$ cat src/design/gfx_dpram.sv
/*
  Simple dual-port RAM, one clock. Port a reads and writes, port b only reads.
  Both outputs are registered; port a returns the old word on a write.
  No reset, contents are undefined until written.
*/
`timescale 1ns/1ps
`default_nettype none

module gfx_dpram #(
    parameter type T  = logic [7:0],
    parameter int  AW = 8
) (
    input  logic          clk,
    input  logic          we_a,
    input  logic [AW-1:0] addr_a,
    input  T              d_a,
    output T              q_a,
    input  logic [AW-1:0] addr_b,
    output T              q_b
);

    T mem [2**AW];

    always_ff @(posedge clk) begin
        if (we_a) begin
            mem[addr_a] <= d_a;
        end
        q_a <= mem[addr_a];
        q_b <= mem[addr_b];
    end

endmodule

`default_nettype wire

$ cat config.mk
export PLATFORM = sky130hd
export DESIGN_NAME = gfx_dpram
export DESIGN_NICKNAME = d
export VERILOG_FILES = /design/src/design/gfx_dpram.sv
export SDC_FILE = /design/constraint.sdc
export NUM_CORES = 2
export LEC_CHECK = 0
export BUFFER_PORTS_ARGS = -buffer_cell sky130_fd_sc_hd__buf_2
export CAP_MARGIN = 20
export CORE_MARGIN = 4
export CORE_UTILIZATION = 35
export CTS_CLUSTER_SIZE = 30
export DETAILED_ROUTE_END_ITERATION = 12
export SYNTH_ARGS = -nofsm -noshare
export SYNTH_HDL_FRONTEND = slang
export SYNTH_SLANG_ARGS = --single-unit
export TNS_END_PERCENT = 100
$ cat constraint.sdc
create_clock -name clk -period 10.8 [get_ports clk]
set_input_delay 2.7 -clock clk [delete_from_list [all_inputs] [get_ports clk]]
set_output_delay 2.7 -clock clk [all_outputs]
set_load 0.02 [all_outputs]
==> flow_summary.yaml <==
run_status:
  status: "finished, final reports clean"
logic_synthesis:
  synth_top_family_by_area: "multiplexers"
  ys_ff_latch: 2064
  syn_inst: 4820
  synth_compound_area_share_pct: 2.81
  synth-simple-area-share_pct: 2.83
  synth-seq-area-share_pct: 64.3
  synthXorXnorAreaFrac_pct: 0
  muxShareOfSynthArea_pct: 28.0
  syn_avg_cell_area_um2: 20.0
  synth_edf_count: 2048
  yosysUniqueCellTypes: 57
  yosysWarnings: 0
  ys_async_sr_fraction_pct: 0
  synthesis.area_um2: 96200
  ys.flop_type: "edfxtp_1"
  syn-num-nets: 4846
  synth_fa_ha_area_share_pct: 0
detailed_routing:
  num_vias: 55178
  dr.pass1.iters: 6
  drc: 0
  routed_via_density: 6.40
  avgRoutedWirePerCell_um: 37.3
  first_iter_violations: 8470
  ant_nets: 0
  drt_wl_total_um: 322000
layout:
  layout-drive-gt1-share_pct: 32.4
  area_growth_pct: 12.1
  layout_common_cells: "edfxtp_1, mux4_2, mux2i_1"
  final_common_cell: "edfxtp_1"
  final_area_um2: 108000
  utilization_pct: 39.4
  fin_nets: 4866
timing:
  setup_viol: 0
  fin_skew_ns: 0.0587
  finalHoldViolations: 0
  hold_ws_ns: 1.01
  fin_crit_sh_pct: 61.0
  rsz0062_at_grt: "false"
  final.setup.tns_ns: 0
  clock.fmax_ghz: 0.152
  worstMarginPinSlew_ns: 1.29
  final_max_slew_viol_count: 0
  max-slew-margin-rel_pct: 13.2
  period_minus_slack_ns: 6.59
global_routing:
  gr-max-usage-layer: "met2"
  grt_usage_pct: 22.2
  grt-ovfl-total: 0
  antenna_found_initial: 17
  grt_max_degree: 161
  grt_pass1_vias: 54555
  gr-usage-met3_pct: 5.49
  use_met2_pct: 33.8
  grt_use_met1_pct: 30.3
  grt_pass1_wl_um: 445000
clock_network:
  cts_tree: "built"
  post-cts-setup-buffer-count: 0
  clk_latency_ns: 0.89
  cts.sink_count: 2064
  hold_buffers: 0
  clkTransAtPathRegs_ns: 0.06
  root_buffer: "clkbuf_16"
  numCtsBuffers: 217
  post_cts_resized: 0
  ctsLongestPathBuffers: 3
  cts_max_level: 4
hold_path:
  hold-path-endpoint: "q_a[2]$_DFF_P_"
  hold_depth: 5
  worstHoldStart: "mem[138][2]$_DFFE_PP_"
  hold_class: "register to register"
place:
  place_congestion: 0.908
  io_buffers: 41
  placed_area_um2: 101000
  post-dp-hpwl_um: 208000
floorplan:
  start_util_pct: 35.2
  die_w_um: 532
  core_um2: 274000
  ios: 42
  fp.dieH_um: 532
  dieArea_um2: 283000
  num_rows: 192
setup_path:
  timing.rr.start: "mem[251][0]$_DFFE_PP_"
  cp_cell_sequence: "buf_8, buf_4, nand2_4, buf_12, o221ai_1, a21oi_1, nor3_1, nor4_1, buf_2, nor4_1, buf_2"
  crit_type: "input pin to register"
  startpoint_type: "input pin"
  critPathSlowestCell: "nor3_1"
  cp_max_fo: 78
  reg2reg_setup_slack_ns: 7.55
  worst_ep_arrival_time_ns: 7.38
  r2r-end: "q_a[0]$_DFF_P_"
  required_ns: 11.59
  cp_slowest_stage_delay_ns: 0.74
  endpoint_kind: "register"
  worst_r2r_path_depth: 6
power_and_ir_drop:
  powerDensity_nw_per_um2: 165
  p_leak_uw: 0.0330
  max-vdd-ir-drop_v: 0.000152
job:
  cap_violations: 0
-- metal layers --
| metal | vias to the layer above | wire (um) |
|---|---|---|
| met5 | - | 58 |
| met4 | 8 | 15900 |
| met3 | 631 | 35300 |
| met2 | 3602 | 147000 |
| met1 | 29931 | 123000 |
| li1 | 21006 | - |
-- synthesized netlist by cell type (45+ instances only) --
cell      instances  share of area, %
a21oi_1          61              0.32
a22oi_1          45              0.35
buf_1            66              0.26
buf_2           112              0.58
buf_4            53              0.41
clkbuf_1        143              0.56
edfxtp_1       2048                64
mux2i_1         320               3.3
mux4_2         1041                24
nand2_1         103              0.40
nor2_1          263               1.0
nor3_1           57              0.30
o221ai_1         91              0.83
o22ai_1          85              0.55
-- kinds of logic after synthesis --
logic type      Yosys count
simple gates            590
compound gates          375
mux                    1383
flops                  2064
buf+inv                 408
-- power breakdown --
group,leakage [uW],switching (uW),internal (uW)
Sequential,0.0185,34.2,8830
Combinational,0.0111,959,541
Clock,0.00338,3260,4190
-- sequential cells by signal (all words and copies together) (netlist names) --
register  count
mem        2048
q_a           8
q_b           8
-- through the flow --
stage / power, uW / std cells / worst slack [ns]
after floorplan: 9850 / 4820 / 5.47
after global placement: 10500 / 8177 / 2.56
after detailed placement: 10500 / 8196 / 3.45
after CTS: 17800 / 8594 / 4.40
after global routing: 18200 / 8611 / 4.35
final: 17800 / 8619 / 4.21
-- worst max-delay path: cells and delay by family --
family                 cells  cell delay (ns)
and+or+nand+nor            4             1.62
AOI/OAI and AO/OA          2             0.76
buffers and inverters      5             1.86
-- final cells by class --
type                            instances  area (um2)
Fill cell                           24190      166000
Sequential cell                      2064       61800
Multi-Input combinational cell       2348       32500
Clock buffer                          271        5680
Tap cell                             3589        4490
Timing Repair Buffer                  201        1890
Clock inverter                        127        1330
Inverter                                8        36.3
Antenna cell                           11        27.5
-- worst max path at each step --
stage	startpoint	end	slack [ns]	cells after the start
after floorplan	addr_a[0]	mem[179][0]$_DFFE_PP_	5.47	11
after global placement	addr_b[0]	q_b[5]$_DFF_P_	2.56	8
after detailed placement	addr_b[0]	q_b[0]$_DFF_P_	3.45	10
after CTS	addr_b[0]	q_b[0]$_DFF_P_	4.40	10
after global routing	addr_b[0]	q_b[0]$_DFF_P_	4.35	10
final	addr_b[1]	q_b[5]$_DFF_P_	4.21	11
Note: power is estimated with default switching activity, not from simulation.
