**config.mk**
```make
export PLATFORM = sky130hd
export DESIGN_NAME = gfx_mixer
export DESIGN_NICKNAME = d
export VERILOG_FILES = /design/src/design/gfx_pkg.sv /design/src/design/gfx_mixer.sv
export SDC_FILE = /design/constraint.sdc
export NUM_CORES = 1
export LEC_CHECK = 0
export BUFFER_PORTS_ARGS = -buffer_cell sky130_fd_sc_hd__buf_2
export CAP_MARGIN = 20
export CORE_ASPECT_RATIO = 0.9
export CORE_MARGIN = 5
export CORE_UTILIZATION = 28
export CTS_BUF_LIST = sky130_fd_sc_hd__clkbuf_2 sky130_fd_sc_hd__clkbuf_4 sky130_fd_sc_hd__clkbuf_8
export CTS_CLUSTER_DIAMETER = 80
export CTS_CLUSTER_SIZE = 28
export DETAILED_ROUTE_END_ITERATION = 8
export GPL_TIMING_DRIVEN = 0
export PLACE_DENSITY = 0.83
export SLEW_MARGIN = 20
export SYNTH_ARGS = -nofsm -noshare
export SYNTH_HDL_FRONTEND = slang
export SYNTH_SLANG_ARGS = --single-unit
```
**constraint.sdc**
```tcl
create_clock -name clk -period 0.9 [get_ports clk]
set_input_delay 0.09 -clock clk [delete_from_list [all_inputs] [get_ports clk]]
set_output_delay 0.09 -clock clk [all_outputs]
set_load 0.05 [all_outputs]
```
**src/design/gfx_pkg.sv**
```systemverilog
/*
  Shared types, widths and the register map of the tile layer.
  The map is 32x32 tile codes and a line-buffer half holds at most 512 pixels.
  REG_CTRL: bit 0 enables the vertical blank interrupt, bits 5:4 select the palette bank.
*/
`default_nettype none

package gfx_pkg;

    localparam int VRAM_AW = 10;
    localparam int LINE_AW = 9;
    localparam int ROM_AW  = 12;
    localparam int WB_AW   = VRAM_AW + 1;

    // Register addresses, used when adr[10] is clear
    localparam logic [1:0] REG_HSCROLL  = 2'd0;
    localparam logic [1:0] REG_VSCROLL  = 2'd1;
    localparam logic [1:0] REG_CTRL     = 2'd2;
    localparam logic [1:0] REG_BACKDROP = 2'd3;

    localparam int CTRL_IRQ_EN  = 0;
    localparam int CTRL_PAL_LSB = 4;

    typedef struct packed {
        logic [8:0] hdump;
        logic [8:0] vdump;
        logic [8:0] vrender;
        logic       lhbl;
        logic       lvbl;
        logic       line_start;
    } video_pos_t;

    typedef struct packed {
        logic             cyc;
        logic             stb;
        logic             we;
        logic [WB_AW-1:0] adr;
        logic [7:0]       dat_w;
    } wb_req_t;

    typedef struct packed {
        logic       ack;
        logic [7:0] dat_r;
    } wb_rsp_t;

    typedef struct packed {
        logic              cs;
        logic [ROM_AW-1:0] addr;
    } rom_req_t;

    typedef struct packed {
        logic [7:0] hscroll;
        logic [7:0] vscroll;
    } scroll_cfg_t;

    typedef struct packed {
        logic       irq_en;
        logic [1:0] pal_bank;
        logic [6:0] backdrop;
    } mix_cfg_t;

    // Colour index 0 is transparent
    typedef logic [3:0] tile_pix_t;

endpackage

`default_nettype wire

```
**src/design/gfx_mixer.sv**
```systemverilog
/*
  Colour output and vertical blank interrupt.
  Reads the line-buffer half for vdump parity. pxl_out lags the raster by 2 clocks.
  irq is set on the first line of vertical blanking and cleared after the next line_start.
*/
`timescale 1ns/1ps
`default_nettype none

module gfx_mixer
    import gfx_pkg::*;
(
    input  logic             clk,
    input  logic             rst,
    input  video_pos_t       pos,
    input  mix_cfg_t         cfg,
    output logic [LINE_AW:0] lb_addr,
    input  tile_pix_t        lb_q,
    output logic [6:0]       pxl_out,
    output logic             irq
);

    logic vis_d;
    logic lvbl_d;
    logic vb_start;

    assign lb_addr = {pos.vdump[0], pos.hdump[LINE_AW-1:0]};

    // Blank flag delayed to line up with the buffer read
    always_ff @(posedge clk or posedge rst) begin
        if (rst) begin
            vis_d   <= 1'b0;
            pxl_out <= '0;
        end else begin
            vis_d <= pos.lhbl & pos.lvbl;
            if (!vis_d) begin
                pxl_out <= '0;
            end else if (lb_q == 4'd0) begin
                pxl_out <= cfg.backdrop;
            end else begin
                pxl_out <= {cfg.pal_bank, 1'b1, lb_q};
            end
        end
    end

    assign vb_start = ~pos.lvbl & lvbl_d;

    // Blanking starts on a line_start, so setting wins over clearing
    always_ff @(posedge clk or posedge rst) begin
        if (rst) begin
            lvbl_d <= 1'b0;
            irq    <= 1'b0;
        end else begin
            lvbl_d <= pos.lvbl;
            if (vb_start && cfg.irq_en) begin
                irq <= 1'b1;
            end else if (pos.line_start) begin
                irq <= 1'b0;
            end
        end
    end

endmodule

`default_nettype wire

```
==> reports/results.ini <==
[power]
pwr_density_cell_mw_per_mm2=1470
ir_drop_uv=683
total_leakage_power_uw=0.000442

[critical_path]
cp_data_required_time_ps=810
cp_cell_sequence=buf_6
worst-path-max-fanout=2
cpPeakStageDelay_ps=410
critical_path.startpoint_type=flip-flop
worst-r2r-cell-count=3
cp_slowest_cell=dfrtp_2
cp-end-kind=output pin
arrival_ps=830
worstSetupPathDepth=1
crit_type=reg2out
cpLargestDelayFamily=flip-flops
path_buf_inv=1
r2r_end=pxl_out[5]
reg2reg_slack_ps=80
r2r-start=vis_d

[global_route]
antenna_found_initial=0
grt_usage_pct=10.5
grt_max_degree=11
grt_pass1_vias=517
grt_overflow=0
grt_pass1_wl_um=1950

[die]
die_width_um=53.1
rows=14
core_area_mm2=0.00163
start_util_pct=28.7
dieHeight_um=48.8
num_io_pins=64
dieArea_mm2=0.00259

[yosys]
yosysWarnings=0
ys_seq_elements=10
synth_area_leaders=dfrtp_1 53%, buf_4 16%, nand2_1 10%
syn_area_um2=468
synth.top_cell.area_share_pct=53.5
ys_types=12
netlist_instances=47
synth_nets=93
synth_top_area_cell=dfrtp_1
synth.avg_cell_area_um2=9.96
yosysSeqAreaShare_pct=53.5

[routing]
wl_per_cell_um=10.7
drt_wl_total_um=1230
dr.pass1.iters=2
ant_nets=0
vias_per_cell=4.07
drc=0
first_iter_violations=3
vias=468

[placed_design]
dp_cells=107
place_congestion=0.765
io_buffers=36

[worst_hold_path]
min_path_cells=2
holdPathEnd=pxl_out[4]
hold_path.class=in2reg
min-delay-start=cfg[4]

[cts]
cts_max_level=1
root_buffer=clkbuf_4
path_clk_slew_ps=70
cts_buffers=3
insertion_delay_ps=270
clock_path_buffers=2
clkSinkCount=10
cts_tree=yes

[layout]
drive_above_1_share_pct=61.5
fin_nets=138
stdcell_count=115
areaGrowthSynthToFinish_pct=73.0
num_antenna_cells=0
final_core_util_pct=49.7

[outcome]
status=complete, but fails checks
violations=negative setup slack

[sta]
fmax_mhz=1080
period_share_pct=103
tightestPinTransition_ps=355
max-slew-margin-rel_pct=76.3
setup_ws_ps=-23.9
rsz0062_at_grt=yes
finalSetupViolations=1
slew_violations=0
hold_viol=0
skew_ps=8.89
period_minus_slack_ps=924

[job]
max-cap-violations=0

[per-stage QoR]
stage          setup WS (ps)  setup TNS [ps]  power (uW)  cell area (um2)  hold WS (ps)
6_report               -23.9           -23.9        1190              810          33.7
2_1_floorplan           -112            -459         710              469         -69.9
3_5_place_dp            -254           -1520         798              679          71.6
4_1_cts                -31.7           -31.7        1190              790          29.8
5_1_grt                -56.6           -99.8        1250              810          40.0
3_3_place_gp            -241           -1370         793              679          76.5
[how the worst max path moves through the flow]
stage,start,end,slack (ps)
floorplan,lb_q[0],pxl_out[4],-110
global placement,lb_q[0],pxl_out[4],-240
detailed placement,lb_q[0],pxl_out[4],-250
CTS,irq,irq,-30
global route,irq,irq,-60
finish,irq,irq,-20
[placed cells by master, fill, tap and decap left out, types with 2 or more instances in the layout]
master         count
buf_4             10
buf_2             28
inv_1              2
dlygate4sd3_1      3
buf_6             11
clkbuf_4           4
o21ai_1            3
nand2_1           13
dfrtp_1            8
mux2i_1            2
dfrtp_2            2
[cell usage after synthesis]
cell type and number:
buf_4 10, o21a_1 1, mux2i_1 2, dfrtp_1 10, o22ai_1 1, clkbuf_1 1, buf_6 1, o21ai_0 4
or4_4 1, nand2_1 13, inv_1 2, and2_1 1
[flip-flops by register name, indices dropped and copies added, names as in the netlist]
register  cells
lvbl_d        1
vis_d         1
irq           1
pxl_out       7
[layer usage]
metal  wire (um)  vias to the layer above  part of all wire (%)  track usage (%)
met5           0                        -                     0                0
met4          35                        0                   2.8             8.51
met3         145                        4                    12             3.98
met2         651                       31                    53             17.6
met1         397                      206                    32             9.79
li1            -                      227                     -                -
[kinds of logic after synthesis]
family,synth area share [%]
compound gates,7.22
buf+inv,20.9
mux,4.28
flops,53.5
simple gates,14.2
[power by group]
group / leakage [uW] / total, uW / switching (uW) / internal, uW
Combinational: 0.000295 / 348 / 210 / 138
Clock: 0.0000184 / 355 / 154 / 201
Sequential: 0.000128 / 486 / 13.5 / 472
[final cells by class]
class                   instances  area [um2]
fillers                       149         820
repair buffers                 40         272
flip-flops and latches         10         253
multi-input cells              23         120
plain buffers                  12        97.6
clock buffers                   4        30.0
well taps                      24        30.0
inverters                       2        7.51
[worst reg2reg max path: stages (launching register included)]
cell and delay (ps):
dfrtp_2 440, buf_6 140, nand2_1 60, mux2i_1 60
[timing repair]
item                                   4_1_cts  5_1_grt
setup endpoints to repair                   15       12
resized for setup                           17        9
hold buffers                                 3        0
gates cloned                                 0        1
endpoints found under the hold margin       12        0
setup buffers                                0        0
Power figures use the tool's default switching activity.
