$ cat config.mk
export PLATFORM = sky130hd
export DESIGN_NAME = video_timer
export DESIGN_NICKNAME = d
export VERILOG_FILES = /design/src/design/gfx_pkg.sv /design/src/design/video_timer.sv
export SDC_FILE = /design/constraint.sdc
export NUM_CORES = 1
export LEC_CHECK = 0
export BUFFER_PORTS_ARGS = -buffer_cell sky130_fd_sc_hd__buf_4
export CAP_MARGIN = 5
export CORE_MARGIN = 2
export CORE_UTILIZATION = 30
export CTS_CLUSTER_DIAMETER = 100
export DETAILED_ROUTE_END_ITERATION = 12
export SLEW_MARGIN = 20
export SYNTH_ARGS = -nofsm -noshare
export SYNTH_HDL_FRONTEND = slang
export SYNTH_SLANG_ARGS = --single-unit
$ cat constraint.sdc
create_clock -name clk -period 1.8 [get_ports clk]
set_input_delay 0.36 -clock clk [delete_from_list [all_inputs] [get_ports clk]]
set_output_delay 0.36 -clock clk [all_outputs]
set_load 0.05 [all_outputs]
$ cat src/design/gfx_pkg.sv
/*
  Shared types, widths and the register map of the tile layer.
  The map is 32x32 tile codes and a line-buffer half holds at most 512 pixels.
  REG_CTRL: bit 0 enables the vertical blank interrupt, bits 5:4 select the palette bank.
*/
`default_nettype none

package gfx_pkg;

    localparam int VRAM_AW = 10;
    localparam int LINE_AW = 9;
    localparam int ROM_AW  = 12;
    localparam int WB_AW   = VRAM_AW + 1;

    // Register addresses, used when adr[10] is clear
    localparam logic [1:0] REG_HSCROLL  = 2'd0;
    localparam logic [1:0] REG_VSCROLL  = 2'd1;
    localparam logic [1:0] REG_CTRL     = 2'd2;
    localparam logic [1:0] REG_BACKDROP = 2'd3;

    localparam int CTRL_IRQ_EN  = 0;
    localparam int CTRL_PAL_LSB = 4;

    typedef struct packed {
        logic [8:0] hdump;
        logic [8:0] vdump;
        logic [8:0] vrender;
        logic       lhbl;
        logic       lvbl;
        logic       line_start;
    } video_pos_t;

    typedef struct packed {
        logic             cyc;
        logic             stb;
        logic             we;
        logic [WB_AW-1:0] adr;
        logic [7:0]       dat_w;
    } wb_req_t;

    typedef struct packed {
        logic       ack;
        logic [7:0] dat_r;
    } wb_rsp_t;

    typedef struct packed {
        logic              cs;
        logic [ROM_AW-1:0] addr;
    } rom_req_t;

    typedef struct packed {
        logic [7:0] hscroll;
        logic [7:0] vscroll;
    } scroll_cfg_t;

    typedef struct packed {
        logic       irq_en;
        logic [1:0] pal_bank;
        logic [6:0] backdrop;
    } mix_cfg_t;

    // Colour index 0 is transparent
    typedef logic [3:0] tile_pix_t;

endpackage

`default_nettype wire

$ cat src/design/video_timer.sv
/*
  Raster counters. One pixel per clock, no separate pixel enable.
  Visible area starts at hdump 0 and vdump 0, all totals must fit in 9 bits.
  vrender runs one line ahead of vdump and wraps at V_TOTAL.
*/
`timescale 1ns/1ps
`default_nettype none

module video_timer
    import gfx_pkg::*;
#(
    parameter int H_VIS   = 256,
    parameter int H_TOTAL = 384,
    parameter int V_VIS   = 224,
    parameter int V_TOTAL = 264
) (
    input  logic       clk,
    input  logic       rst,
    output video_pos_t pos
);

    logic [8:0] hcnt;
    logic [8:0] vcnt;
    logic       h_last;
    logic       v_last;

    assign h_last = hcnt == 9'(H_TOTAL - 1);
    assign v_last = vcnt == 9'(V_TOTAL - 1);

    always_ff @(posedge clk or posedge rst) begin
        if (rst) begin
            hcnt <= '0;
            vcnt <= '0;
        end else begin
            if (h_last) begin
                hcnt <= '0;
                vcnt <= v_last ? 9'd0 : vcnt + 9'd1;
            end else begin
                hcnt <= hcnt + 9'd1;
            end
        end
    end

    always_comb begin
        pos.hdump      = hcnt;
        pos.vdump      = vcnt;
        // Line being fetched for display on the next line
        pos.vrender    = v_last ? 9'd0 : vcnt + 9'd1;
        pos.lhbl       = hcnt < 9'(H_VIS);
        pos.lvbl       = vcnt < 9'(V_VIS);
        pos.line_start = hcnt == 9'd0;
    end

endmodule

`default_nettype wire

==> results.ini, run 1 <==
[global_route]
grt_pass1_vias = 996
overflow = 0
antenna_found_initial = 0
grt_pass1_wl_um = 4750
grt.total_usage_pct = 15.1
grt_max_degree = 19

[floorplanning]
die_area_mm2 = 0.00391
die_y_um = 62.6
num_rows = 21
die_w_um = 62.6
start_util_pct = 31.1
core_mm2 = 0.00331
ios = 32

[pwr]
comb_power_share_pct = 1.7
p_per_area_mw_per_mm2 = 365
swShare_pct = 20.6
pwr-share-seq_pct = 60.5
vdd_ir_drop_max_uv = 253
intPower_mw = 0.530
power_frac_clock_pct = 37.9
p_leak_nw = 0.835
p_sw_mw = 0.138

[clocking]
cts_tree = yes
cts_buffer_depth = 2
cts_root_buf = clkbuf_4
numCtsBuffers = 3
cts.sinks = 18
holdBufCountCts = 0
clock_latency_ns = 0.30
h-tree-depth = 1
clk_pin_slew_ns = 0.10

[critical_path]
crit_arrival_ns = 1.68
worstSetupStartpointType = register
crit_fanout = 5
crit_required_ns = 1.44
reg2reg_depth = 5
path_class = reg -> out
cp-end-kind = primary output

[place]
post-dp-hpwl_um = 1900
portBuffers = 31
dpl_worst_slack_ns = 0.0689
place_congestion = 0.779

[sta]
fmax_mhz = 490
fin_crit_ns = 2.04
finalHoldViolCount = 0
slew-limit-headroom_pct = 82.2
drv_slew = 0
finalClockSkew_ns = 0.00428
post-route-period-util_pct = 113
finalSetupTns_ns = -0.928
rsz0062_at_grt = yes
finalSetupViolations = 7
setup_slack_ns = -0.241
tightest_slew_ns = 0.265

[drt]
routed.top_layer = met4
wl_per_cell_um = 13.2
met1Wirelength_um = 1200
drc = 0
totalWireLength_um = 2740
postRouteAntennaNets = 0
drt_iter0_markers = 59
via_count = 971
routed_via_density = 4.69
route.met2.wl_um = 1400
dr.pass1.iters = 4
dr_wl_met3_um = 130

[synth]
syn_avg_cell_area_um2 = 10.1
synth_nets = 107
ys_types = 34
yosysWarnings = 0
syn_area_mm2 = 0.00103
syn-instance-count = 102
synth-seq-area-share_pct = 43.8
synth_seq_cells = 18

[cells_and_area]
ff_latch_area_um2 = 467
layout_commonest_cell = buf_4
area_delta_synth_final_pct = 78.0
final_nets = 167
multiInputGateArea_um2 = 739
nFillCells = 315
diodes = 0
drive_gt1_share_pct = 63.4
mostFrequentLayoutCells = buf_4, buf_6, dfrtp_2

[flow_run]
timing.max_cap.violations = 0

[outcome]
outcome = complete, but fails checks
violations = setup timing

[hold_path]
hp-class = in -> async

==> worst paths after layout <==
kind,startpoint,endpoint,slack (ns)
max,vcnt[7],pos[11],-0.24
min,rst,vcnt[2],0.06
max reg2reg,vcnt[7],vcnt[4],0.09
min reg2reg,hcnt[0],hcnt[0],0.52
max in group asynchronous,rst,hcnt[8],1.52
min in group clk,hcnt[0],hcnt[0],0.52
==> kinds of logic (layout without fill, tap and decap cells) <==
group	after synthesis	after routing	synth area share, %
AND/OR/NAND/NOR	43	43	25.3
buffers and inverters	8	67	3.89
adder cells (fa/ha/maj)	3	3	3.65
XOR/XNOR	15	15	12.8
flip-flops	18	18	43.8
multiplexers	2	2	2.07
AO/OA/AOI/OAI	13	13	8.52
==> flip-flops by register name, summed over array words and instances (netlist names) <==
signal  flops
vcnt        9
hcnt        9
==> synth_stat cells (all sizes together) <==
| cell type | count | area share, % |
|---|---|---|
| nor3 | 2 | 0.97 |
| ha | 3 | 3.7 |
| or2 | 1 | 0.61 |
| nand2 | 5 | 1.8 |
| xnor2 | 10 | 8.5 |
| mux2i | 1 | 0.97 |
| nand2b | 1 | 0.61 |
| mux2 | 1 | 1.1 |
| and3 | 3 | 1.8 |
| buf | 3 | 2.1 |
| nor2b | 2 | 1.2 |
| a22o | 3 | 2.6 |
| a21o | 1 | 0.73 |
| and2 | 1 | 0.61 |
| inv | 5 | 1.8 |
| nor2 | 14 | 6.7 |
| and4b | 1 | 0.97 |
| a211oi | 1 | 0.73 |
| nor4 | 2 | 2.7 |
| a31oi | 2 | 1.2 |
| dfrtp | 18 | 44 |
| a21oi | 1 | 0.49 |
| or4 | 1 | 1.1 |
| o21ai | 5 | 2.8 |
| nand4 | 3 | 2.4 |
| xor2 | 5 | 4.3 |
| nand3 | 6 | 2.9 |
| nand4b | 1 | 0.85 |
==> final cells by class <==
cell class | count | share of cell area (%)
multi-input combinational | 76 | 40.4
sequential | 18 | 25.5
timing repair buffer | 58 | 27.8
tap | 46 | 3.14
clock buffer | 4 | 1.98
inverter | 5 | 1.23
==> power groups by stage <==
stage | combinational [mW] | sequential (mW) | clock (mW)
after global placement | 0.0121 | 0.412 | 0
final | 0.0111 | 0.404 | 0.253
after floorplan | 0.00606 | 0.412 | 0
after CTS | 0.0121 | 0.404 | 0.264
after detailed placement | 0.0121 | 0.412 | 0
after global routing | 0.0131 | 0.404 | 0.281
==> per-layer routing <==
| metal | vias to the layer above | GRT usage [%] |
|---|---|---|
| met2 | 27 | 26.5 |
| li1 | 471 | - |
| met3 | 2 | 4.14 |
| met1 | 471 | 18.6 |
| met4 | 0 | 3.33 |
| met5 | - | 0 |
==> worst max-delay path, cell delays in order, from the launching register on <==
cell and delay, ns:
dfrtp_2 0.42, or4_4 0.58, nor2_8 0.18, nor2_4 0.05, buf_8 0.15
==> what timing repair did <==
item	CTS	global route
cloned	0	0
hold endpoints to repair	0	0
endpoints found under the setup margin	8	12
resized for setup	16	13
pin swaps	5	12
setup buffers	10	6
==> through the flow <==
| stage | power (mW) | instance area, µm² | hold WS (ns) | instances | util [%] |
|---|---|---|---|---|---|
| floorplan | 0.418 | 1190 | 0.298 | 102 | - |
| global placement | 0.424 | 1550 | 0.403 | 188 | 46.9 |
| detailed placement | 0.424 | 1550 | 0.403 | 188 | 46.9 |
| CTS | 0.680 | 1740 | 0.0636 | 202 | 52.4 |
| global route | 0.698 | 1830 | 0.0739 | 207 | 55.3 |
| finish | 0.668 | 1830 | 0.0623 | 207 | 55.3 |
Note: power is estimated with default switching activity, not from simulation.
==> run 2: changes to the inputs <==
--- a/config.mk
+++ b/config.mk
@@ -11,6 +11,7 @@
 export CORE_UTILIZATION = 30
 export CTS_CLUSTER_DIAMETER = 100
 export DETAILED_ROUTE_END_ITERATION = 12
+export MAX_ROUTING_LAYER = met4
 export SLEW_MARGIN = 20
 export SYNTH_ARGS = -nofsm -noshare
 export SYNTH_HDL_FRONTEND = slang
==> results.ini, run 2 (synthesized netlist as in run 1, its figures left out) <==
[sta]
tightest_slew_ns = 0.265  ; +0.000000119 ns
setup_slack_ns = -0.241  ; -0.00000400 ns
finalSetupTns_ns = -0.928  ; +0.000251 ns
finalClockSkew_ns = 0.00428  ; +0.0000000300 ns
drv_slew = 0  ; unchanged
fmax_mhz = 490  ; about the same
slew-limit-headroom_pct = 82.2  ; unchanged
post-route-period-util_pct = 113  ; about the same
finalSetupViolations = 7  ; unchanged
finalHoldViolCount = 0  ; unchanged
fin_crit_ns = 2.04  ; +0.00000400 ns
rsz0062_at_grt = yes

[global_route]
antenna_found_initial = 0  ; unchanged
grt.total_usage_pct = 15.6  ; +0.43 points
overflow = 0  ; unchanged
grt_pass1_wl_um = 4760  ; +0.15%
grt_pass1_vias = 996  ; unchanged
grt_max_degree = 19  ; unchanged

[clocking]
clk_pin_slew_ns = 0.10  ; about the same
clock_latency_ns = 0.30  ; about the same
cts_tree = yes
holdBufCountCts = 0  ; unchanged
h-tree-depth = 1  ; unchanged
cts_buffer_depth = 2  ; unchanged
cts_root_buf = clkbuf_4
cts.sinks = 18  ; unchanged
numCtsBuffers = 3  ; unchanged

[critical_path]
crit_arrival_ns = 1.68  ; about the same
crit_required_ns = 1.44  ; about the same
cp-end-kind = primary output
path_class = reg -> out
reg2reg_depth = 5  ; unchanged
r2r-start = vcnt[7]
crit_fanout = 5  ; unchanged
worstSetupStartpointType = register
r2r_slack_ns = 0.09  ; about the same
reg2reg_to = vcnt[4]

[cells_and_area]
layout_commonest_cell = buf_4
biggestRegsByFlops = hcnt x9, vcnt x9
nFillCells = 315  ; unchanged
mostFrequentLayoutCells = buf_4, buf_6, dfrtp_2
drive_gt1_share_pct = 63.4  ; unchanged
area_delta_synth_final_pct = 78.0  ; unchanged
diodes = 0  ; unchanged
final_nets = 167  ; unchanged

[pwr]
comb_power_share_pct = 1.7  ; about the same
p_sw_mw = 0.138  ; unchanged
power_frac_clock_pct = 37.9  ; about the same
p_per_area_mw_per_mm2 = 365  ; unchanged
p_total_mw = 0.668  ; unchanged
intPower_mw = 0.530  ; unchanged
p_leak_nw = 0.835  ; unchanged
vdd_ir_drop_max_uv = 253  ; unchanged
swShare_pct = 20.6  ; unchanged
pwr-share-seq_pct = 60.5  ; about the same

[floorplanning]
die_y_um = 62.6  ; unchanged
start_util_pct = 31.1  ; unchanged
core_mm2 = 0.00331  ; unchanged
die_w_um = 62.6  ; unchanged
num_rows = 21  ; unchanged
die_area_mm2 = 0.00391  ; unchanged
ios = 32  ; unchanged

[drt]
totalWireLength_um = 2740  ; about the same
drt_iter0_markers = 59  ; unchanged
drc = 0  ; unchanged
routed_via_density = 4.69  ; unchanged
postRouteAntennaNets = 0  ; unchanged
wl_per_cell_um = 13.2  ; about the same
via_count = 971  ; unchanged
dr.pass1.iters = 4  ; unchanged

[outcome]
violations = setup timing
outcome = complete, but fails checks

[flow_run]
timing.max_cap.violations = 0  ; unchanged

[place]
dpl_worst_slack_ns = 0.0689  ; unchanged
place_congestion = 0.789  ; +1.4%
post-dp-hpwl_um = 1900  ; unchanged
portBuffers = 31  ; unchanged

[hold_path]
hp-class = in -> async

-- run 2: cell counts in the layout (fill, tap and decap cells not counted) --
Identical to the previous run, type by type.
-- run 2: worst max path at each step --
stage                  from      end  slack [ns]  cells past startpoint
detailed placement  vcnt[6]   pos[3]        0.07                      4
CTS                 vcnt[4]  pos[11]       -0.27                      4
floorplan           vcnt[0]   pos[5]       -0.11                      2
finish              vcnt[7]  pos[11]       -0.24                      4
global placement    vcnt[6]   pos[3]        0.07                      4
global route        vcnt[4]  pos[11]       -0.29                      6
-- run 2: per-stage QoR --
stage	cells	hold WS (ns)	utilization (%)	cell area, µm²
3_3_place_gp	188	0.403	46.9	1550
2_1_floorplan	102	0.298	-	1190
3_5_place_dp	188	0.403	46.9	1550
4_1_cts	202	0.0636	52.4	1740
5_1_grt	207	0.0739	55.3	1830
6_report	207	0.0623	55.3	1830
-- run 2: repair_timing --
| item | 4_1_cts | 5_1_grt |
|---|---|---|
| pin swaps | 5 | 12 |
| setup endpoints to repair | 8 | 12 |
| resized for setup | 16 | 13 |
| setup buffers | 10 | 6 |
-- run 2: worst max-delay path, cell delays in order, from the launching register on --
cell and delay, ns:
dfrtp_2 0.42, or4_4 0.58, nor2_8 0.18, nor2_4 0.05, buf_8 0.15
-- run 2: power by group through the flow --
stage / logic (mW) / clock network [mW] / registers (mW)
after global routing: 0.0131 / 0.281 / 0.404
after floorplan: 0.00606 / 0 / 0.412
after CTS: 0.0121 / 0.264 / 0.404
after detailed placement: 0.0121 / 0 / 0.412
after global placement: 0.0121 / 0 / 0.412
final: 0.0111 / 0.253 / 0.404
-- run 2: cell type report --
type | instances | area [µm²] | share of cell area, %
multi-input cells | 76 | 739 | 40.4
flip-flops and latches | 18 | 467 | 25.5
clock buffers | 4 | 36.3 | 1.98
well taps | 46 | 57.6 | 3.14
inverters | 5 | 22.5 | 1.23
repair buffers | 58 | 508 | 27.8
-- run 2: per-layer routing --
layer,part of all wire [%],vias up,GRT usage (%)
met4,0.58,0,3.33
met3,4.7,2,3.96
li1,-,471,-
met5,0,-,-
met1,44,471,18.7
met2,51,27,26.5
