`config.mk`:
```
export PLATFORM = sky130hd
export DESIGN_NAME = tile_fetch
export DESIGN_NICKNAME = d
export VERILOG_FILES = /design/src/design/gfx_pkg.sv /design/src/design/tile_fetch.sv
export SDC_FILE = /design/constraint.sdc
export NUM_CORES = 1
export LEC_CHECK = 0
export ABC_AREA = 1
export ABC_CLOCK_PERIOD_IN_PS = 2100
export BUFFER_PORTS_ARGS = -buffer_cell sky130_fd_sc_hd__buf_4
export CORE_ASPECT_RATIO = 0.75
export CORE_MARGIN = 4
export CORE_UTILIZATION = 51
export CTS_CLUSTER_SIZE = 14
export DETAILED_ROUTE_END_ITERATION = 6
export GPL_TIMING_DRIVEN = 0
export PLACE_DENSITY = 0.89
export SYNTH_ARGS = -nofsm -noshare
export SYNTH_HDL_FRONTEND = slang
export SYNTH_SLANG_ARGS = --single-unit
```
`constraint.sdc`:
```
create_clock -name clk -period 2.1 [get_ports clk]
set_input_delay 0.21 -clock clk [delete_from_list [all_inputs] [get_ports clk]]
set_output_delay 0.21 -clock clk [all_outputs]
set_load 0.02 [all_outputs]
```
`src/design/gfx_pkg.sv`:
```
/*
  Shared types, widths and the register map of the tile layer.
  The map is 32x32 tile codes and a line-buffer half holds at most 512 pixels.
  REG_CTRL: bit 0 enables the vertical blank interrupt, bits 5:4 select the palette bank.
*/
`default_nettype none

package gfx_pkg;

    localparam int VRAM_AW = 10;
    localparam int LINE_AW = 9;
    localparam int ROM_AW  = 12;
    localparam int WB_AW   = VRAM_AW + 1;

    // Register addresses, used when adr[10] is clear
    localparam logic [1:0] REG_HSCROLL  = 2'd0;
    localparam logic [1:0] REG_VSCROLL  = 2'd1;
    localparam logic [1:0] REG_CTRL     = 2'd2;
    localparam logic [1:0] REG_BACKDROP = 2'd3;

    localparam int CTRL_IRQ_EN  = 0;
    localparam int CTRL_PAL_LSB = 4;

    typedef struct packed {
        logic [8:0] hdump;
        logic [8:0] vdump;
        logic [8:0] vrender;
        logic       lhbl;
        logic       lvbl;
        logic       line_start;
    } video_pos_t;

    typedef struct packed {
        logic             cyc;
        logic             stb;
        logic             we;
        logic [WB_AW-1:0] adr;
        logic [7:0]       dat_w;
    } wb_req_t;

    typedef struct packed {
        logic       ack;
        logic [7:0] dat_r;
    } wb_rsp_t;

    typedef struct packed {
        logic              cs;
        logic [ROM_AW-1:0] addr;
    } rom_req_t;

    typedef struct packed {
        logic [7:0] hscroll;
        logic [7:0] vscroll;
    } scroll_cfg_t;

    typedef struct packed {
        logic       irq_en;
        logic [1:0] pal_bank;
        logic [6:0] backdrop;
    } mix_cfg_t;

    // Colour index 0 is transparent
    typedef logic [3:0] tile_pix_t;

endpackage

`default_nettype wire

```
`src/design/tile_fetch.sv`:
```
/*
  Line renderer for the tile layer. Starts at line_start and draws vrender
  into line-buffer half vrender[0]. Fetches H_VIS/8+1 tiles so fine scroll is covered.
  ROM words hold four pixels, leftmost in the low nibble. Each tile takes two words.
  The whole line must finish within H_TOTAL clocks, which depends on ROM latency.
*/
`timescale 1ns/1ps
`default_nettype none

module tile_fetch
    import gfx_pkg::*;
#(
    parameter int H_VIS = 256
) (
    input  logic               clk,
    input  logic               rst,
    input  video_pos_t         pos,
    input  scroll_cfg_t        scroll,
    output logic [VRAM_AW-1:0] vram_addr,
    input  logic [7:0]         vram_code,
    output rom_req_t           rom,
    input  logic [15:0]        rom_data,
    input  logic               rom_ok,
    output logic               lb_we,
    output logic [LINE_AW:0]   lb_addr,
    output tile_pix_t          lb_d
);

    localparam int NTILE = H_VIS / 8 + 1;
    localparam int TW    = $clog2(NTILE + 1);

    typedef enum logic [2:0] {
        S_IDLE,
        S_MAP,
        S_REQ,
        S_WAIT,
        S_UNPACK
    } state_t;

    state_t            state;
    logic [4:0]        col;
    logic [TW-1:0]     tile_cnt;
    logic [9:0]        x;
    logic [1:0]        pix_cnt;
    logic              half;
    logic              rom_cs;
    logic [ROM_AW-1:0] rom_addr;
    logic [15:0]       pix_r;
    logic [7:0]        src_row;
    logic              line_half;
    logic              busy;
    logic              render_line;
    logic              start_fetch;
    logic              last_tile;

    assign busy = state != S_IDLE;
    // Lines 0 to V_VIS get drawn, the extra one only ever shows in blanking
    assign render_line = pos.lvbl | (pos.vrender == 9'd0);
    assign start_fetch = pos.line_start & render_line & ~busy;
    assign last_tile   = tile_cnt == TW'(NTILE - 1);

    // Map is 32 columns wide, col wraps on its own
    assign vram_addr = {src_row[7:3], col};
    assign rom       = '{cs: rom_cs, addr: rom_addr};

    // x below zero shows up as a large unsigned value and is clipped too
    assign lb_we   = (state == S_UNPACK) && (x < 10'(H_VIS));
    assign lb_addr = {line_half, x[LINE_AW-1:0]};
    assign lb_d    = pix_r[{pix_cnt, 2'b00} +: 4];

    always_ff @(posedge clk or posedge rst) begin
        if (rst) begin
            state    <= S_IDLE;
            col      <= '0;
            tile_cnt <= '0;
            x        <= '0;
            pix_cnt  <= '0;
            half     <= 1'b0;
            rom_cs   <= 1'b0;
        end else begin
            case (state)
                S_IDLE: begin
                    if (start_fetch) begin
                        col      <= scroll.hscroll[7:3];
                        tile_cnt <= '0;
                        // Fine scroll pushes the first tile left of the screen
                        x        <= 10'd0 - 10'(scroll.hscroll[2:0]);
                        state    <= S_MAP;
                    end
                end
                // VRAM read takes one cycle
                S_MAP: state <= S_REQ;
                S_REQ: begin
                    rom_cs <= 1'b1;
                    half   <= 1'b0;
                    state  <= S_WAIT;
                end
                S_WAIT: begin
                    if (rom_ok) begin
                        rom_cs  <= 1'b0;
                        pix_cnt <= '0;
                        state   <= S_UNPACK;
                    end
                end
                S_UNPACK: begin
                    x       <= x + 10'd1;
                    pix_cnt <= pix_cnt + 2'd1;
                    if (pix_cnt == 2'd3) begin
                        if (!half) begin
                            // Right half of the same tile row
                            half   <= 1'b1;
                            rom_cs <= 1'b1;
                            state  <= S_WAIT;
                        end else if (last_tile) begin
                            state <= S_IDLE;
                        end else begin
                            col      <= col + 5'd1;
                            tile_cnt <= tile_cnt + TW'(1);
                            state    <= S_MAP;
                        end
                    end
                end
                default: state <= S_IDLE;
            endcase
        end
    end

    always_ff @(posedge clk) begin
        if (start_fetch) begin
            src_row   <= pos.vrender[7:0] + scroll.vscroll;
            line_half <= pos.vrender[0];
        end
        if (state == S_REQ) begin
            rom_addr <= {vram_code, src_row[2:0], 1'b0};
        end
        if (state == S_WAIT && rom_ok) begin
            pix_r <= rom_data;
        end
        if (state == S_UNPACK && pix_cnt == 2'd3 && !half) begin
            rom_addr[0] <= 1'b1;
        end
    end

endmodule

`default_nettype wire

```
==> impl_metrics.yaml, run 1 <==
grt:
  grt_pass1_vias: 2972
  gr-total-overflow: 0
  grt_pass1_wl_um: 14000
  track_usage: 0.211
  antenna_found_initial: 0
  grt_max_degree: 29
min_path:
  hold_start: "rom_data[11]"
  hold_path.class: "input pin to flop"
  hold_path_depth: 1
  whs_endpoint: "pix_r[11]$_DFFE_PP_"
die:
  rows: 25
  ioPinCount: 111
  floorplan.initialDensity: 0.541
  dieArea_sq_um: 8270
  core_sq_um: 6470
  die_w_um: 104
  die_y_um: 79.8
sta:
  setup_viol: 0
  hold_violations: 0
  fmax_mhz: 520
  maxSlewViolCount: 0
  tightest_slew_ps: 1090
  finalClockSkew_ps: 4.11
  period_needed_ps: 1920
  rsz0062_at_grt: "false"
  slew_headroom: 0.273
  post-route-period-util: 0.916
  tns_ps: 0
worst_setup_path:
  reg2reg_from: "state[2]$_DFFE_PP0P_"
  crit_start: "state[0]$_DFFE_PP0P_"
  r2r_end: "rom_addr[9]$_DFFE_PP_"
  rrSetupSlack_ps: 330
  worst-setup-path-type: "flop to primary output"
  worstSetupEndpointType: "primary output"
  reg2reg_depth: 3
  arrival_ps: 1710
  worst_path_largest_cell_delay_ps: 450
  crit_path_top_delay_cell: "dfrtp_1"
  required_ps: 1890
  crit_chain: "nor2_4 -> nand2_2 -> buf_1 -> nor3_1 -> buf_4"
  cp_max_fo: 10
  startpoint_type: "flop"
power:
  pwr-share-comb: 0.408
  p_switching_mw: 2.05
  ir_drop_mv: 0.446
  power-per-cell-area_nw_per_um2: 1200
  seqPwrFrac: 0.378
  power_leakage_nw: 2.19
  switching_share: 0.378
  p_int_mw: 3.37
  p_clk_frac: 0.214
clocking:
  clock-root-buffer: "clkbuf_8"
  cts_buffers: 9
  htreeDepth: 3
  cts_sinks: 65
  cts_tree: "built"
  clk_latency_ps: 340
  cts.repair.resized: 0
  cts.clk_slew.worst_paths_ps: 70
  postCtsSetupRepairBufs: 0
  clk_path_buf_depth: 2
  cts_hold_buf: 0
place:
  dp.cells: 558
  gp_congestion: 0.826
  dpl.hpwl_um: 6190
  port-buffer-count: 91
route:
  antenna_left: 0
  wirelength_um: 8180
  post_drt_wl_per_cell_um: 14.2
  vias_per_cell: 5.19
  first_pass_iters: 4
  dr.first_iter.drc_count: 173
  vias: 2980
  drcViolationCount: 0
yosys:
  yosys_warnings: 0
  ys_types: 38
  syn_area_sq_um: 3500
  synth_nets: 473
  ys_seq_elements: 65
  synthCells: 386
  synthArstFlopShare: 0.431
  ys.flop_type: "edfxtp_1"
  syn_area_per_cell_sq_um: 9.07
  synth-seq-area-share: 0.514
  synth_edf_count: 36
cells_and_area:
  layout.cells.non_filler: 574
  regArea_sq_um: 1800
  antennaDiodeCount: 0
  fill_cells: 456
  fin_util: 0.696
  multiInputGateArea_sq_um: 1370
  area.growth.synth_to_final_pct: 28.7
  nets: 575
  drive_gt1_frac: 0.286
run_status:
  outcome: "complete, no violations"
run:
  maxCapViolCount: 0
-- per-stage QoR --
step / area (sq um) / power [mW] / setup slack, ps / hold WS [ps]
2_1_floorplan: 3500 / 3.47 / 563 / 275
3_3_place_gp: 4290 / 4.18 / 380 / 389
3_5_place_dp: 4290 / 4.29 / 335 / 389
4_1_cts: 4510 / 5.46 / 172 / 32.8
5_1_grt: 4510 / 5.79 / 79.4 / 27.1
6_report: 4510 / 5.43 / 177 / 40.9
-- sequential cells by signal (all words and copies together) (netlist names) --
register and flops:
tile_cnt 6, rom_addr 12, state 3, x 10, pix_r 16, pix_cnt 2
half 1, line_half 1, rom_cs 1, col 5, src_row 8
-- area by class of cell --
type	count	share of cell area
Tap cell	81	0.0225
Multi-Input combinational cell	258	0.304
Buffer	24	0.0405
Sequential cell	65	0.400
Inverter	39	0.0325
Timing Repair Buffer	91	0.152
Clock inverter	6	0.0181
Clock buffer	10	0.0305
-- cell usage in the layout, fill, tap and decap left out, types with 2 or more instances in the layout --
cell and count:
a21oi_1 6, a31oi_1 2, buf_2 2, buf_4 109, buf_6 3, bufinv_16 2, clkbuf_8 10, clkinv_1 3
clkinv_2 2, dfrtp_1 28, edfxtp_1 36, ha_1 13, inv_1 34, inv_2 3, nand2_1 108, nand2_2 3
nand3_1 37, nand4_1 5, nor2_1 29, nor2_4 2, o21ai_0 16, o21ai_1 4, o21bai_1 2, o22ai_1 5
o31ai_1 2, xnor2_1 7, xor2_1 5
-- cells in the mapped netlist (4+ instances only) --
| cell | instances | share of area |
|---|---|---|
| buf_4 | 18 | 0.039 |
| nand3_1 | 37 | 0.053 |
| nand4_1 | 5 | 0.0089 |
| o21ai_1 | 4 | 0.0057 |
| a21oi_1 | 6 | 0.0086 |
| dfrtp_1 | 28 | 0.20 |
| ha_1 | 13 | 0.046 |
| nor2_1 | 29 | 0.031 |
| o22ai_1 | 5 | 0.0089 |
| inv_1 | 34 | 0.036 |
| o21ai_0 | 16 | 0.023 |
| xor2_1 | 5 | 0.013 |
| nand2_1 | 108 | 0.12 |
| edfxtp_1 | 36 | 0.31 |
| xnor2_1 | 7 | 0.018 |
-- per-layer routing --
metal	routed length, um	global-route usage	part of all wire
met5	0	0	0
met4	82	0.0637	0.010
met3	468	0.0542	0.057
met2	4200	0.372	0.51
met1	3430	0.258	0.42
-- cell families (layout without fill, tap and decap cells) --
logic type | Yosys count | after routing | share of synthesized area
AND/OR/NAND/NOR | 193 | 193 | 0.247
XOR/XNOR | 12 | 12 | 0.0300
AO/OA/AOI/OAI | 39 | 39 | 0.0625
flip-flops | 65 | 65 | 0.514
buffers and inverters | 63 | 170 | 0.0940
adder cells (fa/ha/maj) | 14 | 14 | 0.0522
-- power by group through the flow --
| stage | registers, mW | logic [mW] | clock network, mW |
|---|---|---|---|
| 2_1_floorplan | 2.13 | 1.35 | 0 |
| 3_3_place_gp | 2.05 | 2.14 | 0 |
| 3_5_place_dp | 2.07 | 2.22 | 0 |
| 4_1_cts | 2.05 | 2.23 | 1.18 |
| 5_1_grt | 2.10 | 2.44 | 1.24 |
| 6_report | 2.05 | 2.21 | 1.16 |
-- how the worst max path moves through the flow --
stage                            end  slack [ps]  cells after the start
2_1_floorplan                  lb_we         560                      4
3_3_place_gp   rom_addr[1]$_DFFE_PP_         380                      3
3_5_place_dp   rom_addr[5]$_DFFE_PP_         330                      3
4_1_cts                        lb_we         170                      5
5_1_grt                        lb_we          80                      5
6_report                       lb_we         180                      5
-- worst max-delay path: cells and delay by family, from the launching register on --
kind                   cells  cell delay [ps]
and+or+nand+nor            3              480
DFF                        1              450
buffers and inverters      2              430
Power figures use the tool's default switching activity.
==> run 2: changes to the inputs <==
--- a/config.mk
+++ b/config.mk
@@ -15,6 +15,7 @@
 export DETAILED_ROUTE_END_ITERATION = 6
 export GPL_TIMING_DRIVEN = 0
 export PLACE_DENSITY = 0.89
+export REMOVE_ABC_BUFFERS = 1
 export SYNTH_ARGS = -nofsm -noshare
 export SYNTH_HDL_FRONTEND = slang
 export SYNTH_SLANG_ARGS = --single-unit
==> impl_metrics.yaml, run 2 (synthesis gave the netlist of run 1 again) <==
min_path:
  hold_start: "rom_data[11]"
  hold_path.class: "input pin to flop"
  hold_path_depth: 1
worst_setup_path:
  worst-setup-path-type: "flop to primary output"
  arrival_ps: 1720
  reg2reg_depth: 3
  worst_path_largest_cell_delay_ps: 530
  required_ps: 1890
  worstSetupEndpointType: "primary output"
  cp.buffers_inverters: 2
  cp_max_fo: 10
  reg2reg_from: "state[2]$_DFFE_PP0P_"
  cp_num_cells: 4
  crit_path_top_delay_cell: "dfrtp_1"
  crit_family: "flip-flops"
  crit_chain: "clkinv_1 -> o21ai_0 -> o22ai_1 -> buf_4"
  crit_start: "pix_cnt[0]$_DFFE_PP0P_"
  startpoint_type: "flop"
cells_and_area:
  largest_register_ffs: 16
  final_common_cell: "nand2_1"
  antennaDiodeCount: 0
  reg_top3: "pix_r: 16 flops, rom_addr: 12 flops, x: 10 flops"
  multiInputGateArea_sq_um: 1380
  area.growth.synth_to_final_pct: 24.3
  regArea_sq_um: 1800
  postLayoutCellArea_sq_um: 4350
  top_register: "pix_r"
  fill_cells: 495
  drive_gt1_frac: 0.254
  final_cell_mix: "nand2_1, buf_4, nand3_1, edfxtp_1, inv_1"
  nets: 551
sta:
  fmax_mhz: 518
  slew_headroom: 0.283
  finalClockSkew_ps: 9.94
  setup_viol: 0
  tns_ps: 0
  hold_violations: 0
  rsz0062_at_grt: "false"
  post-route-period-util: 0.919
  period_needed_ps: 1930
  tightest_slew_ps: 1070
  maxSlewViolCount: 0
power:
  ir_drop_mv: 0.409
  p_switching_mw: 2.05
  power_leakage_nw: 2.09
  power-per-cell-area_nw_per_um2: 1230
  switching_share: 0.381
  p_clk_frac: 0.240
  power_mw: 5.37
  seqPwrFrac: 0.385
  p_int_mw: 3.32
  pwr-share-comb: 0.375
clocking:
  clk_latency_ps: 340
  clk_path_buf_depth: 2
  htreeDepth: 3
  cts_hold_buf: 0
  clock-root-buffer: "clkbuf_8"
  cts_tree: "built"
  cts_sinks: 65
  cts_buffers: 9
  cts.clk_slew.worst_paths_ps: 80
die:
  dieArea_sq_um: 8270
  die_y_um: 79.8
  floorplan.initialDensity: 0.541
  core_sq_um: 6470
  ioPinCount: 111
  die_w_um: 104
  rows: 25
grt:
  track_usage: 0.198
  gr-total-overflow: 0
  antenna_found_initial: 0
  grt_pass1_wl_um: 13100
  grt_pass1_vias: 2805
  grt_max_degree: 35
run_status:
  outcome: "complete, no violations"
place:
  dpl_cell_area_sq_um: 4100
  gp_congestion: 0.874
  port-buffer-count: 91
  dpl.hpwl_um: 5620
route:
  first_pass_iters: 4
  antenna_left: 0
  dr.first_iter.drc_count: 205
  post_drt_wl_per_cell_um: 14.3
  wirelength_met1_um: 3220
  drcViolationCount: 0
  wl_met3_um: 586
  vias: 2889
  wl_met2_um: 3950
  vias_per_cell: 5.25
  wirelength_um: 7860
  dr.max_layer_used: "met4"
run:
  maxCapViolCount: 0
[run 2: changes by cell type in the layout (fill, tap and decap cells not counted), sizes merged]
cell | previous run | this run
bufinv | 2 | 3
inv | 37 | 36
clkinvlp | 1 | 2
buf | 115 | 91
clkbuf | 10 | 9
[run 2: through the flow]
step	cells	setup WS, ps	hold WS (ps)	util
6_report	550	169	36.8	0.672
5_1_grt	550	26.4	17.5	0.672
4_1_cts	550	78.2	19.9	0.671
3_5_place_dp	534	143	389	0.634
3_3_place_gp	534	196	389	0.634
2_1_floorplan	362	515	275	-
[run 2: area by class of cell]
class,instances,share of cell area
Clock buffer,9,0.0285
Multi-Input combinational cell,258,0.316
Sequential cell,65,0.414
Clock inverter,7,0.0273
Inverter,39,0.0339
Timing Repair Buffer,91,0.157
Tap cell,81,0.0233
[run 2: repair_timing]
action                     4_1_cts  5_1_grt
setup endpoints to repair        0        4
gates resized for setup          0        2
setup buffers                    0        0
[run 2: worst paths after layout]
check,end,slack (ps)
min in group asynchronous,col[3]$_DFFE_PP0P_,140
worst max-delay path,lb_d[1],170
worst min register to register,rom_addr[1]$_DFFE_PP_,430
worst max register to register,rom_addr[11]$_DFFE_PP_,300
worst min-delay path,pix_r[11]$_DFFE_PP_,40
max in group asynchronous,half$_DFFE_PP0P_,1310
[run 2: power groups by stage]
stage	registers, mW	clock network (mW)	logic, mW
3_3_place_gp	2.07	0	1.94
5_1_grt	2.12	1.38	2.22
3_5_place_dp	2.08	0	2.01
2_1_floorplan	2.27	0	1.02
6_report	2.07	1.29	2.01
4_1_cts	2.06	1.31	2.02
[run 2: routing by layer]
layer	vias to the layer above	track usage
met5	-	0
met3	14	0.0703
met4	0	0.0637
met1	1354	0.226
li1	1418	-
met2	103	0.353
